===== config.mk =====
export PLATFORM = sky130hd
export DESIGN_NAME = cpu_top
export DESIGN_NICKNAME = d
export VERILOG_FILES = /design/src/cpu_pkg.sv /design/src/pipe_ctrl.sv /design/src/fetch_stage.sv /design/src/decode_stage.sv /design/src/reg_file.sv /design/src/exec_stage.sv /design/src/branch_pred.sv /design/src/cpu_top.sv
export SDC_FILE = /design/constraint.sdc
export NUM_CORES = 1
export LEC_CHECK = 0
export BUFFER_PORTS_ARGS = -buffer_cell sky130_fd_sc_hd__buf_4
export CORE_MARGIN = 3
export CORE_UTILIZATION = 35
export CTS_BUF_LIST = sky130_fd_sc_hd__clkbuf_8
export DETAILED_ROUTE_END_ITERATION = 12
export PLACE_DENSITY = 0.52
export SLEW_MARGIN = 0
export SYNTH_ARGS = -nofsm -noshare
export SYNTH_HDL_FRONTEND = slang
export SYNTH_SLANG_ARGS = --single-unit

===== constraint.sdc =====
create_clock -name clk -period 5.6 [get_ports clk]
set_input_delay 0.84 -clock clk [delete_from_list [all_inputs] [get_ports clk]]
set_output_delay 0.84 -clock clk [all_outputs]
set_load 0.02 [all_outputs]

===== src/cpu_pkg.sv =====
package cpu_pkg;

    localparam int WORD   = 16;
    localparam int ADDR   = 16;
    localparam int W_OPR  = 16;
    localparam int W_RD   = 3;
    localparam int W_IMM  = 6;
    localparam int W_JOFF = 12;
    localparam int BP_IDX = 4;
    localparam int W_KIND = 3;

    localparam logic [3:0] OP_ADD  = 4'h0;
    localparam logic [3:0] OP_SUB  = 4'h1;
    localparam logic [3:0] OP_AND  = 4'h2;
    localparam logic [3:0] OP_OR   = 4'h3;
    localparam logic [3:0] OP_XOR  = 4'h4;
    localparam logic [3:0] OP_ADDI = 4'h5;
    localparam logic [3:0] OP_LD   = 4'h6;
    localparam logic [3:0] OP_ST   = 4'h7;
    localparam logic [3:0] OP_BEQ  = 4'h8;
    localparam logic [3:0] OP_BNE  = 4'h9;
    localparam logic [3:0] OP_JMP  = 4'ha;
    localparam logic [3:0] OP_HLT  = 4'hf;

    // instruction kinds seen by execute
    localparam logic [W_KIND-1:0] K_ALU = 3'd0;
    localparam logic [W_KIND-1:0] K_LD  = 3'd1;
    localparam logic [W_KIND-1:0] K_ST  = 3'd2;
    localparam logic [W_KIND-1:0] K_BR  = 3'd3;
    localparam logic [W_KIND-1:0] K_JMP = 3'd4;
    localparam logic [W_KIND-1:0] K_HLT = 3'd5;

    typedef enum logic [2:0] {
        ALU_ADD,
        ALU_SUB,
        ALU_AND,
        ALU_OR,
        ALU_XOR,
        ALU_EQ,
        ALU_NE
    } alu_op_t;

    typedef struct packed {
        logic [3:0]      op;
        logic [W_RD-1:0] rd;
        logic [W_RD-1:0] rs;
        logic [W_RD-1:0] rt;
        logic [2:0]      spare;
    } r_fmt_t;

    typedef struct packed {
        logic [3:0]       op;
        logic [W_RD-1:0]  rd;
        logic [W_RD-1:0]  rs;
        logic [W_IMM-1:0] imm;
    } i_fmt_t;

    typedef union packed {
        r_fmt_t r_fmt;
        i_fmt_t i_fmt;
    } inst_t;

endpackage


===== src/pipe_ctrl.sv =====
module pipe_ctrl (
    input  logic                     clk,
    input  logic                     rst_n_i,
    input  logic                     stall_i,
    input  logic                     busy_i,
    input  logic                     hlt_i,
    input  logic                     pred_taken_i,
    input  logic                     fetch_branch_i,
    input  logic                     fetch_jump_i,
    input  logic [cpu_pkg::ADDR-1:0] fetch_target_i,
    input  logic                     br_valid_i,
    input  logic                     br_taken_i,
    input  logic                     br_pred_i,
    input  logic [cpu_pkg::ADDR-1:0] br_target_i,
    input  logic [cpu_pkg::ADDR-1:0] br_pc_i,
    output logic [cpu_pkg::ADDR-1:0] pc_o,
    output logic                     take_pred_o,
    output logic                     decode_stall_o,
    output logic                     flush_o,
    output logic [cpu_pkg::ADDR-1:0] inst_addr_o
);
    import cpu_pkg::*;

    logic [ADDR-1:0] pc_q;
    logic [ADDR-1:0] pc_next;
    logic            mispredict;

    assign mispredict = br_valid_i & (br_taken_i ^ br_pred_i);

    // jumps always redirect, branches only when predicted taken
    assign take_pred_o = fetch_branch_i & pred_taken_i;

    always_comb begin
        if (mispredict) begin
            pc_next = br_taken_i ? br_target_i : br_pc_i + 1'b1;
        end else if (fetch_jump_i | take_pred_o) begin
            pc_next = fetch_target_i;
        end else begin
            pc_next = pc_q + 1'b1;
        end
    end

    // a redirect beats a dependence stall, halt freezes fetch for good
    always_ff @(posedge clk) begin
        if (!rst_n_i) begin
            pc_q <= '0;
        end else if (!stall_i && (mispredict || !(hlt_i || busy_i))) begin
            pc_q <= pc_next;
        end
    end

    assign decode_stall_o = busy_i;
    // wrong-path words in fetch and decode, or anything after halt
    assign flush_o        = mispredict | hlt_i;
    assign pc_o           = pc_q;
    assign inst_addr_o    = pc_q;

endmodule


===== src/fetch_stage.sv =====
module fetch_stage (
    input  logic                     clk,
    input  logic                     rst_n_i,
    input  logic                     stall_i,
    input  logic                     hold_i,
    input  logic                     flush_i,
    input  logic [cpu_pkg::WORD-1:0] inst_i,
    input  logic [cpu_pkg::ADDR-1:0] pc_i,
    input  logic                     take_pred_i,
    output logic                     fd_valid_o,
    output logic [cpu_pkg::WORD-1:0] fd_inst_o,
    output logic [cpu_pkg::ADDR-1:0] fd_pc_o,
    output logic                     fd_pred_o,
    output logic                     fetch_branch_o,
    output logic                     fetch_jump_o,
    output logic [cpu_pkg::ADDR-1:0] fetch_target_o
);
    import cpu_pkg::*;

    inst_t            word;
    logic [ADDR-1:0]  offset;
    logic [W_JOFF-1:0] joff;

    assign word = inst_i;
    assign joff = {word.i_fmt.rd, word.i_fmt.rs, word.i_fmt.imm};

    assign fetch_branch_o = (word.i_fmt.op == OP_BEQ) || (word.i_fmt.op == OP_BNE);
    assign fetch_jump_o   = (word.i_fmt.op == OP_JMP);

    // targets are relative to the branch itself
    assign offset = fetch_jump_o ? {{(ADDR-W_JOFF){joff[W_JOFF-1]}}, joff}
                                 : {{(ADDR-W_IMM){word.i_fmt.imm[W_IMM-1]}}, word.i_fmt.imm};
    assign fetch_target_o = pc_i + offset;

    always_ff @(posedge clk) begin
        if (!rst_n_i) begin
            fd_valid_o <= 1'b0;
        end else if (!stall_i) begin
            if (flush_i) begin
                fd_valid_o <= 1'b0;
            end else if (!hold_i) begin
                fd_valid_o <= 1'b1;
            end
        end
    end

    always_ff @(posedge clk) begin
        if (!stall_i && !hold_i) begin
            fd_inst_o <= inst_i;
            fd_pc_o   <= pc_i;
            fd_pred_o <= take_pred_i;
        end
    end

endmodule


===== src/decode_stage.sv =====
module decode_stage (
    input  logic                       clk,
    input  logic                       rst_n_i,
    input  logic                       stall_i,
    input  logic                       flush_i,
    input  logic                       fd_valid_i,
    input  logic [cpu_pkg::WORD-1:0]   fd_inst_i,
    input  logic [cpu_pkg::ADDR-1:0]   fd_pc_i,
    input  logic                       fd_pred_i,
    input  logic [cpu_pkg::W_OPR-1:0]  opr0_i,
    input  logic [cpu_pkg::W_OPR-1:0]  opr1_i,
    input  logic                       busy_i,
    output logic [cpu_pkg::W_RD-1:0]   rs_o,
    output logic [cpu_pkg::W_RD-1:0]   rt_o,
    output logic [cpu_pkg::W_RD-1:0]   rd_o,
    output logic                       reserve_o,
    output logic                       de_valid_o,
    output logic [cpu_pkg::W_OPR-1:0]  de_opr0_o,
    output logic [cpu_pkg::W_OPR-1:0]  de_opr1_o,
    output logic [cpu_pkg::W_OPR-1:0]  de_imm_o,
    output logic [cpu_pkg::ADDR-1:0]   de_pc_o,
    output cpu_pkg::alu_op_t           de_alu_op_o,
    output logic [cpu_pkg::W_RD-1:0]   de_wb_r_o,
    output logic                       de_wb_o,
    output logic [cpu_pkg::W_KIND-1:0] de_kind_o,
    output logic                       de_pred_o
);
    import cpu_pkg::*;

    inst_t             inst;
    alu_op_t           alu_op;
    logic [W_KIND-1:0] kind;
    logic              wr;
    logic              use_imm;
    logic [W_RD-1:0]   rs, rt;
    logic [W_OPR-1:0]  imm;

    assign inst = fd_inst_i;
    assign imm  = {{(W_OPR-W_IMM){inst.i_fmt.imm[W_IMM-1]}}, inst.i_fmt.imm};

    always_comb begin
        case (inst.r_fmt.op)
            OP_SUB:  alu_op = ALU_SUB;
            OP_AND:  alu_op = ALU_AND;
            OP_OR:   alu_op = ALU_OR;
            OP_XOR:  alu_op = ALU_XOR;
            OP_BEQ:  alu_op = ALU_EQ;
            OP_BNE:  alu_op = ALU_NE;
            default: alu_op = ALU_ADD;
        endcase
    end

    // st and branches read rd as their second source
    always_comb begin
        kind    = K_JMP;
        wr      = 1'b0;
        use_imm = 1'b0;
        rs      = '0;
        rt      = '0;
        case (inst.r_fmt.op)
            OP_ADD, OP_SUB, OP_AND, OP_OR, OP_XOR: begin
                kind = K_ALU;
                wr   = 1'b1;
                rs   = inst.r_fmt.rs;
                rt   = inst.r_fmt.rt;
            end
            OP_ADDI, OP_LD: begin
                kind    = (inst.i_fmt.op == OP_LD) ? K_LD : K_ALU;
                wr      = 1'b1;
                use_imm = 1'b1;
                rs      = inst.i_fmt.rs;
            end
            OP_ST, OP_BEQ, OP_BNE: begin
                kind = (inst.i_fmt.op == OP_ST) ? K_ST : K_BR;
                rs   = inst.i_fmt.rs;
                rt   = inst.i_fmt.rd;
            end
            OP_HLT:  kind = K_HLT;
            // jmp is handled in fetch, unknown opcodes do nothing
            default: kind = K_JMP;
        endcase
    end

    // idle indices keep a bubble from looking busy
    assign rs_o      = fd_valid_i ? rs : '0;
    assign rt_o      = fd_valid_i ? rt : '0;
    assign rd_o      = (fd_valid_i && wr) ? inst.i_fmt.rd : '0;
    assign reserve_o = fd_valid_i & wr & ~busy_i & ~flush_i;

    always_ff @(posedge clk) begin
        if (!rst_n_i) begin
            de_valid_o <= 1'b0;
        end else if (!stall_i) begin
            de_valid_o <= fd_valid_i & ~busy_i & ~flush_i;
        end
    end

    always_ff @(posedge clk) begin
        if (!stall_i) begin
            de_opr0_o   <= opr0_i;
            de_opr1_o   <= use_imm ? imm : opr1_i;
            de_imm_o    <= imm;
            de_pc_o     <= fd_pc_i;
            de_alu_op_o <= alu_op;
            de_wb_r_o   <= inst.i_fmt.rd;
            de_wb_o     <= wr;
            de_kind_o   <= kind;
            de_pred_o   <= fd_pred_i;
        end
    end

endmodule


===== src/reg_file.sv =====
module reg_file (
    input  logic                      clk,
    input  logic                      rst_n_i,
    input  logic                      stall_i,
    input  logic [cpu_pkg::W_RD-1:0]  rs_i,
    input  logic [cpu_pkg::W_RD-1:0]  rt_i,
    input  logic [cpu_pkg::W_RD-1:0]  rd_i,
    input  logic                      reserve_i,
    input  logic                      wb_i,
    input  logic [cpu_pkg::W_RD-1:0]  wb_r_i,
    input  logic [cpu_pkg::W_OPR-1:0] wb_data_i,
    output logic [cpu_pkg::W_OPR-1:0] opr0_o,
    output logic [cpu_pkg::W_OPR-1:0] opr1_o,
    output logic                      busy_o
);
    import cpu_pkg::*;

    localparam int N_REG = 1 << W_RD;

    logic [W_OPR-1:0] regs [N_REG];
    logic [N_REG-1:0] resv;

    // r0 is never written and never reserved
    always_ff @(posedge clk) begin
        if (!stall_i && wb_i && wb_r_i != '0) begin
            regs[wb_r_i] <= wb_data_i;
        end
    end

    always_ff @(posedge clk) begin
        if (!rst_n_i) begin
            resv <= '0;
        end else if (!stall_i) begin
            if (wb_i) begin
                resv[wb_r_i] <= 1'b0;
            end
            // a new reservation wins over a same-cycle release
            if (reserve_i && rd_i != '0) begin
                resv[rd_i] <= 1'b1;
            end
        end
    end

    assign opr0_o = (rs_i == '0) ? '0 : regs[rs_i];
    assign opr1_o = (rt_i == '0) ? '0 : regs[rt_i];
    assign busy_o = resv[rs_i] | resv[rt_i] | resv[rd_i];

endmodule


===== src/exec_stage.sv =====
module exec_stage (
    input  logic                       clk,
    input  logic                       rst_n_i,
    input  logic                       stall_i,
    input  logic                       de_valid_i,
    input  logic [cpu_pkg::W_OPR-1:0]  de_opr0_i,
    input  logic [cpu_pkg::W_OPR-1:0]  de_opr1_i,
    input  logic [cpu_pkg::W_OPR-1:0]  de_imm_i,
    input  logic [cpu_pkg::ADDR-1:0]   de_pc_i,
    input  cpu_pkg::alu_op_t           de_alu_op_i,
    input  logic [cpu_pkg::W_RD-1:0]   de_wb_r_i,
    input  logic                       de_wb_i,
    input  logic [cpu_pkg::W_KIND-1:0] de_kind_i,
    input  logic                       de_pred_i,
    input  logic [cpu_pkg::W_OPR-1:0]  ldst_data_i,
    output logic [cpu_pkg::ADDR-1:0]   ldst_addr_o,
    output logic [cpu_pkg::W_OPR-1:0]  ldst_data_o,
    output logic                       ldst_write_o,
    output logic                       wb_o,
    output logic [cpu_pkg::W_RD-1:0]   wb_r_o,
    output logic [cpu_pkg::W_OPR-1:0]  wb_data_o,
    output logic                       br_valid_o,
    output logic                       br_taken_o,
    output logic                       br_pred_o,
    output logic [cpu_pkg::ADDR-1:0]   br_target_o,
    output logic [cpu_pkg::ADDR-1:0]   br_pc_o,
    output logic                       hlt_o
);
    import cpu_pkg::*;

    logic             halt_q;
    logic             v;
    logic [W_OPR-1:0] alu_res;

    // nothing executes once halted
    assign v = de_valid_i & ~halt_q;

    always_comb begin
        case (de_alu_op_i)
            ALU_SUB: alu_res = de_opr0_i - de_opr1_i;
            ALU_AND: alu_res = de_opr0_i & de_opr1_i;
            ALU_OR:  alu_res = de_opr0_i | de_opr1_i;
            ALU_XOR: alu_res = de_opr0_i ^ de_opr1_i;
            ALU_EQ:  alu_res = W_OPR'(de_opr0_i == de_opr1_i);
            ALU_NE:  alu_res = W_OPR'(de_opr0_i != de_opr1_i);
            default: alu_res = de_opr0_i + de_opr1_i;
        endcase
    end

    assign ldst_addr_o  = de_opr0_i + de_imm_i;
    assign ldst_data_o  = de_opr1_i;
    assign ldst_write_o = v & (de_kind_i == K_ST) & ~stall_i;

    assign wb_o      = v & de_wb_i;
    assign wb_r_o    = de_wb_r_i;
    assign wb_data_o = (de_kind_i == K_LD) ? ldst_data_i : alu_res;

    assign br_valid_o  = v & (de_kind_i == K_BR);
    assign br_taken_o  = alu_res[0];
    assign br_pred_o   = de_pred_i;
    assign br_target_o = de_pc_i + de_imm_i;
    assign br_pc_o     = de_pc_i;

    always_ff @(posedge clk) begin
        if (!rst_n_i) begin
            halt_q <= 1'b0;
        end else if (!stall_i && v && de_kind_i == K_HLT) begin
            halt_q <= 1'b1;
        end
    end

    assign hlt_o = halt_q;

endmodule


===== src/branch_pred.sv =====
module branch_pred (
    input  logic                     clk,
    input  logic                     rst_n_i,
    input  logic                     stall_i,
    input  logic [cpu_pkg::ADDR-1:0] pc_i,
    input  logic                     upd_i,
    input  logic [cpu_pkg::ADDR-1:0] upd_pc_i,
    input  logic                     upd_taken_i,
    output logic                     pred_taken_o
);
    import cpu_pkg::*;

    logic [1:0]        cnt [1 << BP_IDX];
    logic [BP_IDX-1:0] upd_idx;

    assign upd_idx = upd_pc_i[BP_IDX-1:0];

    // counters start weakly not taken
    always_ff @(posedge clk) begin
        if (!rst_n_i) begin
            for (int i = 0; i < (1 << BP_IDX); i++) begin
                cnt[i] <= 2'b01;
            end
        end else if (!stall_i && upd_i) begin
            if (upd_taken_i && cnt[upd_idx] != 2'b11) begin
                cnt[upd_idx] <= cnt[upd_idx] + 2'b01;
            end else if (!upd_taken_i && cnt[upd_idx] != 2'b00) begin
                cnt[upd_idx] <= cnt[upd_idx] - 2'b01;
            end
        end
    end

    assign pred_taken_o = cnt[pc_i[BP_IDX-1:0]][1];

endmodule


===== src/cpu_top.sv =====
module cpu_top (
    input  logic                      clk,
    input  logic                      rst_n_i,
    input  logic                      stall_i,
    input  logic [cpu_pkg::WORD-1:0]  inst_i,
    output logic [cpu_pkg::ADDR-1:0]  inst_addr_o,
    input  logic [cpu_pkg::W_OPR-1:0] ldst_data_i,
    output logic [cpu_pkg::W_OPR-1:0] ldst_data_o,
    output logic [cpu_pkg::ADDR-1:0]  ldst_addr_o,
    output logic                      ldst_write_o,
    output logic                      hlt_o
);
    import cpu_pkg::*;

    // pc / fetch / predictor
    logic [ADDR-1:0]   pc;
    logic              take_pred, pred_taken;
    logic              decode_stall, flush;
    logic              fetch_branch, fetch_jump;
    logic [ADDR-1:0]   fetch_target;

    // fetch - decode
    logic              fd_valid, fd_pred;
    logic [WORD-1:0]   fd_inst;
    logic [ADDR-1:0]   fd_pc;

    // decode - register file
    logic [W_RD-1:0]   rs, rt, rd;
    logic              reserve, busy;
    logic [W_OPR-1:0]  opr0, opr1;

    // decode - execute
    logic              de_valid, de_wb, de_pred;
    logic [W_OPR-1:0]  de_opr0, de_opr1, de_imm;
    logic [ADDR-1:0]   de_pc;
    alu_op_t           de_alu_op;
    logic [W_RD-1:0]   de_wb_r;
    logic [W_KIND-1:0] de_kind;

    // execute results
    logic              wb, br_valid, br_taken, br_pred;
    logic [W_RD-1:0]   wb_r;
    logic [W_OPR-1:0]  wb_data;
    logic [ADDR-1:0]   br_target, br_pc;

    pipe_ctrl pipe_ctrl_inst (
        .clk(clk), .rst_n_i(rst_n_i), .stall_i(stall_i),
        .busy_i(busy), .hlt_i(hlt_o), .pred_taken_i(pred_taken),
        .fetch_branch_i(fetch_branch), .fetch_jump_i(fetch_jump),
        .fetch_target_i(fetch_target),
        .br_valid_i(br_valid), .br_taken_i(br_taken), .br_pred_i(br_pred),
        .br_target_i(br_target), .br_pc_i(br_pc),
        .pc_o(pc), .take_pred_o(take_pred), .decode_stall_o(decode_stall),
        .flush_o(flush), .inst_addr_o(inst_addr_o)
    );

    fetch_stage fetch_stage_inst (
        .clk(clk), .rst_n_i(rst_n_i), .stall_i(stall_i),
        .hold_i(decode_stall), .flush_i(flush),
        .inst_i(inst_i), .pc_i(pc), .take_pred_i(take_pred),
        .fd_valid_o(fd_valid), .fd_inst_o(fd_inst), .fd_pc_o(fd_pc), .fd_pred_o(fd_pred),
        .fetch_branch_o(fetch_branch), .fetch_jump_o(fetch_jump),
        .fetch_target_o(fetch_target)
    );

    branch_pred branch_pred_inst (
        .clk(clk), .rst_n_i(rst_n_i), .stall_i(stall_i),
        .pc_i(pc), .upd_i(br_valid), .upd_pc_i(br_pc), .upd_taken_i(br_taken),
        .pred_taken_o(pred_taken)
    );

    decode_stage decode_stage_inst (
        .clk(clk), .rst_n_i(rst_n_i), .stall_i(stall_i), .flush_i(flush),
        .fd_valid_i(fd_valid), .fd_inst_i(fd_inst), .fd_pc_i(fd_pc), .fd_pred_i(fd_pred),
        .opr0_i(opr0), .opr1_i(opr1), .busy_i(busy),
        .rs_o(rs), .rt_o(rt), .rd_o(rd), .reserve_o(reserve),
        .de_valid_o(de_valid), .de_opr0_o(de_opr0), .de_opr1_o(de_opr1),
        .de_imm_o(de_imm), .de_pc_o(de_pc), .de_alu_op_o(de_alu_op),
        .de_wb_r_o(de_wb_r), .de_wb_o(de_wb), .de_kind_o(de_kind), .de_pred_o(de_pred)
    );

    reg_file reg_file_inst (
        .clk(clk), .rst_n_i(rst_n_i), .stall_i(stall_i),
        .rs_i(rs), .rt_i(rt), .rd_i(rd), .reserve_i(reserve),
        .wb_i(wb), .wb_r_i(wb_r), .wb_data_i(wb_data),
        .opr0_o(opr0), .opr1_o(opr1), .busy_o(busy)
    );

    exec_stage exec_stage_inst (
        .clk(clk), .rst_n_i(rst_n_i), .stall_i(stall_i),
        .de_valid_i(de_valid), .de_opr0_i(de_opr0), .de_opr1_i(de_opr1),
        .de_imm_i(de_imm), .de_pc_i(de_pc), .de_alu_op_i(de_alu_op),
        .de_wb_r_i(de_wb_r), .de_wb_i(de_wb), .de_kind_i(de_kind), .de_pred_i(de_pred),
        .ldst_data_i(ldst_data_i),
        .ldst_addr_o(ldst_addr_o), .ldst_data_o(ldst_data_o), .ldst_write_o(ldst_write_o),
        .wb_o(wb), .wb_r_o(wb_r), .wb_data_o(wb_data),
        .br_valid_o(br_valid), .br_taken_o(br_taken), .br_pred_o(br_pred),
        .br_target_o(br_target), .br_pc_o(br_pc), .hlt_o(hlt_o)
    );

endmodule


# --- Word-level counts from Yosys, hierarchy flattened ---
# Memories as Yosys holds them, arrays and structs flattened. A register that Yosys moved wholly into a read port is not among the register bits.
# Cells that the tools add are included.
totals:
  mem_count: 2
  elab_cells: 176
  mem_bits_rw: 160
  ff_bits: 109
  out_inout_bits: 50
  inputBits: 35
classes:
  n_reduce_logical: 34
  magnitude_cmp: 6
  n_mux: 54
  add_sub_neg: 9
  bitwise: 28
  n_eq_ne: 27
mem_list:
  columns: ["name", "depth", "word_bits", "rd", "rd_clocked_by_memory_dff", "wr", "line", "text"]
  rows:
  - ["reg_file_inst.regs", 8, 16, 2, 1, 1, "reg_file.sv:20", "logic [W_OPR-1:0] regs [N_REG];"]
  - ["branch_pred_inst.cnt", 16, 2, 2, 2, 16, "branch_pred.sv:13", "logic [1:0] cnt [1 << BP_IDX];"]
op_table:
  columns: ["op", "n"]
  rows:
  - ["$mux W16", 7]
  - ["$pmux W16 S6", 1]
  - ["$add A16 B16 Y16", 4]
  - ["$add A16 B1 Y16 const B", 2]
  - ["$mux W8", 4]
  - ["$eq A4 B4 Y1 const B", 6]
  - ["$mux W1", 24]
  - ["$pmux W3 S6", 1]
  - ["$and A16 B16 Y16", 1]
  - ["$eq A16 B16 Y1", 1]
  - ["$eq A4 B3 Y1 const B", 4]
  - ["$lt A3 B4 Y1 const B", 4]
  - ["$mux W4", 4]
  - ["$ne A16 B16 Y1", 1]
  - ["$or A16 B16 Y16", 1]
  - ["$sub A16 B16 Y16", 1]
  - ["$xor A16 B16 Y16", 1]
  - ["$logic_and A1 B1 Y1", 13]
  - ["$and A1 B1 Y1", 12]
  - ["$eq A3 B2 Y1 const B", 4]
  - ["$eq A3 B3 Y1 const B", 4]
  - ["$mux W3", 4]
  - ["$pmux W3 S4", 1]
  - ["$reduce_or A10 Y1", 1]
  - ["29 further kinds", 52]

# --- Longest topological paths before layout ---
logic_depth:
  ltp_word: 14
  ltp_mapped: 18
  mapped_depth_nobuf: 17

# --- By module ---
# From an unflattened synthesis, not the netlist that was laid out.
unflattened:
  cells_unflattened: 1784
  area_unflattened_um2: 18968.2
by_module_without_submodules:
  columns: ["mod", "area_each_um2", "seq_area_each_um2", "cells_each", "n_inst"]
  rows:
  - ["reg_file", 5779.3, 3523.4, 360, 1]
  - ["exec_stage", 4645.7, 20.0, 684, 1]
  - ["decode_stage", 2512.4, 1971.9, 139, 1]
  - ["branch_pred", 2159.6, 960.9, 177, 1]
  - ["fetch_stage", 1989.4, 1011.0, 167, 1]
  - ["pipe_ctrl", 1881.8, 320.3, 257, 1]

# --- Worst setup path before layout ---
# Ideal clock, no wire load.
synth_timing:
  kind: "register -> register"
  start: "register decode_stage_inst.de_opr1_o[8] in the netlist's numbering"
  end: "register pipe_ctrl_inst.pc_q[10], in the netlist pipe_ctrl_inst.inst_addr_o[10]"
  period_less_slack_ns: 4.545
  arrival_time_ns: 4.424
  path_buffers: 1
  slack_ns: 1.055
  setup_ns: 0.122
  t_required_ns: 5.478
  path_stages_with_launch: 18
  cell_sequence: "edfxtp_1 > inv_1 > ha_1 > clkbuf_1 > nor4_1 > nand4_1 > mux2i_1 > nor2_1 > or2_2 > ha_1 > fa_1 > a211oi_1 > o21bai_1 > a2111oi_0 > o21ai_0 > nor3b_1 > o21ai_0 > mux2i_1"
synth_between:
  elab_chain_len: 6
  elab_cells_between_ends: 9
  cone_classes: "eq/ne (2); mux (3); bitwise (2); reduce/logical (2)"
synth_rtl:
  columns: ["item", "line", "text"]
  rows:
  - ["start, declared", "decode_stage.sv:19", "output logic [cpu_pkg::W_OPR-1:0] de_opr1_o,"]
  - ["start signal, assigned", "decode_stage.sv:101", "de_opr1_o <= use_imm ? imm : opr1_i;"]
  - ["$ne A16 B16 Y1 / $eq A16 B16 Y1 (equally long branches)", "exec_stage.sv:45, exec_stage.sv:44", null]
  - ["$pmux W16 S6 *", "exec_stage.sv:39", "case (de_alu_op_i)"]
  - ["$xor A1 B1 Y1", "pipe_ctrl.sv:28", "assign mispredict = br_valid_i & (br_taken_i ^ br_pred_i);"]
  - ["$and A1 B1 Y1", "pipe_ctrl.sv:28", null]
  - ["$logic_or A1 B1 Y1", "pipe_ctrl.sv:47", "end else if (!stall_i && (mispredict || !(hlt_i || busy_i))) begin"]
  - ["$logic_and A1 B1 Y1", "pipe_ctrl.sv:47", null]
  - ["end signal, assigned", "pipe_ctrl.sv:48", "pc_q <= pc_next;"]
  - ["end, declared", "pipe_ctrl.sv:24", "logic [ADDR-1:0] pc_q;"]
# Mark *: on every way between the ends. The rest lies on a longest branch, timed or not.
# A chain may end at the register's enable or synchronous reset.

# --- Final worst setup path ---
layout_timing:
  start: "register decode_stage_inst.de_opr0_o[8] in the netlist's numbering (read register of reg_file_inst.regs)"
  end: "register pipe_ctrl_inst.pc_q[10], in the netlist pipe_ctrl_inst.inst_addr_o[10]"
layout_between:
  elab_chain_len: 6
  elab_cells_between_ends: 9
  cone_classes: "eq/ne (2); mux (3); bitwise (2); reduce/logical (2)"
layout_rtl:
  columns: ["item", "line", "text"]
  rows:
  - ["start, declared", "decode_stage.sv:18", "output logic [cpu_pkg::W_OPR-1:0] de_opr0_o,"]
  - ["$ne A16 B16 Y1 / $eq A16 B16 Y1 (equally long branches)", "exec_stage.sv:45, exec_stage.sv:44", null]
  - ["$pmux W16 S6 *", "exec_stage.sv:39", null]
  - ["$xor A1 B1 Y1", "pipe_ctrl.sv:28", null]
  - ["$and A1 B1 Y1", "pipe_ctrl.sv:28", null]
  - ["$logic_or A1 B1 Y1", "pipe_ctrl.sv:47", null]
  - ["$logic_and A1 B1 Y1", "pipe_ctrl.sv:47", null]
# Marked as above.

==> results.md <==
Outcome:
- The flow ran to the end, and the final reports show no timing, DRC or antenna violations.

Detailed routing:
- The average routed wire per standard cell is 22.9 um.
- In the final routing, the length of wire on met1 measures 24100 um.
- The detailed-router iteration count before antenna repair is 6.
- The total wire length after detailed routing is 54200 um.
- The number of antenna-violating nets in the routed design is 0.
- The detailed router finished its first iteration with 1258 violations.
- The residual DRC count is 0.
- Dividing the detail-routed via count by the number of cells gives 5.76.
- Summed over all nets, wire length on met3 after detailed routing comes to 4220 um.
- The top routing layer in use is met4.
- Wire segments on met2 add up to 24400 um in the final route.
- For this block, the via count after detailed routing is 13700.

Place:
- At the end of routability-driven placement, the weighted congestion stood at 0.926.
- The post-detailed-placement half-perimeter wirelength is 38300 um.
- During placement, the flow inserted port buffers numbering 84.

STA:
- The post-route setup TNS is 0 ns.
- The actual slew at the worst max-slew pin is 1.17 ns.
- The highest attainable clock frequency is 200 MHz.
- The minimum clock period is 5.01 ns.
- Clock skew on the completed layout was measured at 0.0250 ns.
- The count of endpoints failing hold in the final timing report is 0.
- Setup repair after global routing left no endpoint under its margin.
- Dividing the final minimum period by the clock period gives 0.895.
- Measured against its own limit, the worst slew margin works out to 0.220.
- The final-report max-slew violation count came to 0.
- Setup violations remaining at the end of the flow were counted as 0.

Clock tree:
- The sink count of the clock tree is 277.
- The maximum number of buffers from clock root to sink is 3.
- The clock edge transition at the registers on the reported setup and hold paths is 0.06 ns.
- The worst-skew pair later-pin latency is 0.64 ns.
- In this run the number of H-tree levels came out at 2.
- Clock tree synthesis selected as its root buffer the cell sky130_fd_sc_hd__clkbuf_8.
- Buffers inserted during clock tree synthesis total 49.
- The post-cts hold buffer count is 0.
- TritonCTS built the clock tree.

Floorplan:
- The floorplan has 80 rows.
- The floorplan step defined a die boundary enclosing 0.0517 mm^2.
- The die is 227 um wide.
- The height of the chip is 227 um.
- For this configuration, the core starts out at a cell density of 0.357.
- The I/O pin count is 85.
- The area of the core is 0.0480 mm^2.

Logic synthesis:
- The Yosys step of the flow raised 0 warnings.
- The most numerous cell in the Yosys netlist is sky130_fd_sc_hd__edfxtp_1.
- The distinct cell type count after synthesis is 91.
- For this run, the register share of the synthesized area comes to 0.464.
- For this run, the leading register cell type out of synthesis is sky130_fd_sc_hd__edfxtp_1.
- Ranked by total cell area, the synthesized netlist is headed by sky130_fd_sc_hd__edfxtp_1, sky130_fd_sc_hd__ha_1, sky130_fd_sc_hd__dfxtp_1.
- The average size of a mapped cell is 10.4 um^2.
- Of the total synthesized cell area, the portion taken by AND, OR, NAND and NOR gates is 0.150.
- In the synthesized netlist, the number of instances is 1647.
- The adder-cell area share of the yosys netlist is 0.0656.
- In the synthesized netlist the async set-or-reset flop fraction comes to 0.
- Yosys mapped a number of flops with a built-in enable equal to 242.
- After synthesis, the largest family of logic cells by area is compound AO/OA/AOI/OAI gates.
- The xor-xnor portion of the synthesized cell area is 0.0189.
- The complex-gate fraction of the synthesized area is 0.173.
- The proportion of synthesized area in mux cells is 0.0864.
- The synthesized netlist net count is 1769.
- The share of synthesized area in the top cell type comes to 0.424.
- The register bit total from synthesis is 277.
- The netlist area before placement is 0.0172 mm^2.
- The cell type with the largest total area after synthesis is sky130_fd_sc_hd__edfxtp_1.
- Counting instances in the post-synthesis netlist gives the leading cell types as sky130_fd_sc_hd__edfxtp_1, sky130_fd_sc_hd__nand2_1, sky130_fd_sc_hd__nor2_1.

Setup path:
- The kind of start point of the critical path is a flop.
- The data required time of the critical path is 6.07 ns.
- The maximum net fanout on the critical path is 8.
- The type of the worst setup path is flop to flop.
- For the worst setup path, the data arrival time is 5.48 ns.
- The largest single stage delay on the critical path is 0.51 ns.
- The largest individual stage delay along the critical path comes from the cell sky130_fd_sc_hd__a2111oi_1.
- The number of cells on the worst reg-to-reg path is 16.
- Traced cell by cell, the critical path runs through inv_1 -> ha_1 -> nor4_2 -> nand4_1 -> mux2i_1 -> nor2_1 -> or2_2 -> ha_1 -> fa_1 -> a211oi_1 -> o21bai_1 -> a2111oi_1 -> o21ai_0 -> nor3b_1 -> o21ai_0 -> mux2i_1.
- The kind of end point of the critical path is a flop.

Min path:
- Counting instances, the worst hold path has a depth of 1.
- The min-delay analysis places its worst path in the category primary input to flop.

GRT:
- The number of antenna violations at the first check in global routing is 0.
- The first global-routing pass estimated 80800 um of wire.
- The overall overflow remaining after global route is 0.
- The pin count of the biggest net entering global routing is 61.
- The number of global-route vias before repair came to 13300.
- In the global route stage, overall resource usage came out at 0.207.

Final layout:
- In the final layout, the share of cells above drive strength 1 is 0.173.
- The area overhead of the layout relative to synthesis is 13.1%.
- The final core area utilization is 0.404.
- The post-layout net count is 1838.
- The number of fillers in the final layout is 4715.

Flow run:
- Max-cap violations in this run came to 0.

Power and ir drop:
- The standby leakage power is 7.20 nW.
- The peak supply drop is 0.159 mV.
- The power density over cell area is 300 mW/mm^2.
## layout make-up
cell class | instances | area [um^2] | area share
Clock buffer | 51 | 702 | 0.0362
Inverter | 76 | 285 | 0.0147
Multi-Input combinational cell | 1194 | 8530 | 0.440
Antenna cell | 1 | 2.50 | 0.000129
Sequential cell | 277 | 7970 | 0.411
Clock inverter | 41 | 251 | 0.0130
Tap cell | 615 | 769 | 0.0397
Timing Repair Buffer | 118 | 886 | 0.0457
## cells in the final DEF (no fill, tap or decap), types with 34 or more instances in the layout
master,count
sky130_fd_sc_hd__mux2i_1,39
sky130_fd_sc_hd__nor3_1,35
sky130_fd_sc_hd__dfxtp_1,34
sky130_fd_sc_hd__nand2b_1,37
sky130_fd_sc_hd__nand3_1,39
sky130_fd_sc_hd__a21oi_1,101
sky130_fd_sc_hd__nor2_1,113
sky130_fd_sc_hd__mux2_2,62
sky130_fd_sc_hd__clkbuf_8,51
sky130_fd_sc_hd__ha_1,82
sky130_fd_sc_hd__edfxtp_1,242
sky130_fd_sc_hd__o21ai_0,77
sky130_fd_sc_hd__buf_4,118
sky130_fd_sc_hd__inv_1,93
sky130_fd_sc_hd__nand2_1,140
## state kept, by name, indices dropped and copies added (netlist names), 3 cells and up, named ones only
name	count
branch_pred_inst.cnt	32
decode_stage_inst.de_alu_op_o	3
decode_stage_inst.de_imm_o	6
decode_stage_inst.de_kind_o	3
decode_stage_inst.de_opr0_o	16
decode_stage_inst.de_opr1_o	16
decode_stage_inst.de_pc_o	16
decode_stage_inst.de_wb_r_o	3
fetch_stage_inst.fd_inst_o	16
fetch_stage_inst.fd_pc_o	16
pipe_ctrl_inst.inst_addr_o	16
reg_file_inst.regs	112
reg_file_inst.resv	8
## routing by layer
metal  up-vias  track usage
met4         0       0.0632
met3       104       0.0500
met5         -            0
met2       500        0.325
met1      6660        0.283
li1       6404            -
## timing repair
item,CTS,global route
endpoints found under the setup margin,0,2
setup buffers,0,0
resized for setup,0,2
## logic make-up after synthesis
| family | count (synthesis) |
|---|---|
| simple gates | 518 |
| compound gates | 434 |
| flops | 277 |
| buf+inv | 176 |
| mux | 118 |
| fa+ha+maj | 87 |
| xor+xnor | 37 |
## critical path: cells and delay by family (launching register included)
kind                       cells  cell delay [ns]
AOI/OAI and AO/OA              5             1.42
and+or+nand+nor                5             1.36
adders and majority gates      3             1.09
muxes                          2             0.49
DFF                            1             0.44
buffers and inverters          1             0.07
## report_power, final
group          switching [mW]  internal [mW]
Clock                   0.895          0.948
Sequential              0.121           2.41
Combinational           0.901          0.533
Total                    1.92           3.89
## final timing paths
path / start / to / slack [ns]
worst min-delay path: inst_i[1] / fetch_stage_inst.fd_inst_o[1]$_DFFE_PP_ / 0.41
worst min register to register: fetch_stage_inst.fd_pc_o[4]$_DFFE_PP_ / decode_stage_inst.de_pc_o[4]$_DFFE_PN_ / 0.42
worst max-delay path: decode_stage_inst.de_opr0_o[8]$_SDFFCE_PN0N_ / pipe_ctrl_inst.inst_addr_o[10]$_SDFFE_PN0P_ / 0.59
worst max register to register: decode_stage_inst.de_opr0_o[8]$_SDFFCE_PN0N_ / pipe_ctrl_inst.inst_addr_o[10]$_SDFFE_PN0P_ / 0.59
## per-stage QoR
stage / cells / cell area (um^2) / hold slack, ns / total power, mW / setup WS, ns
floorplan: 1647 / 17200 / 0.400 / 3.48 / 1.05
global route: 2372 / 19400 / 0.371 / 6.10 / 0.0830
CTS: 2372 / 19400 / 0.368 / 5.85 / 0.348
global placement: 2280 / 18400 / 0.404 / 3.98 / 0.556
detailed placement: 2280 / 18400 / 0.407 / 3.99 / 0.388
finish: 2373 / 19400 / 0.407 / 5.81 / 0.590
Power figures use the tool's default switching activity.
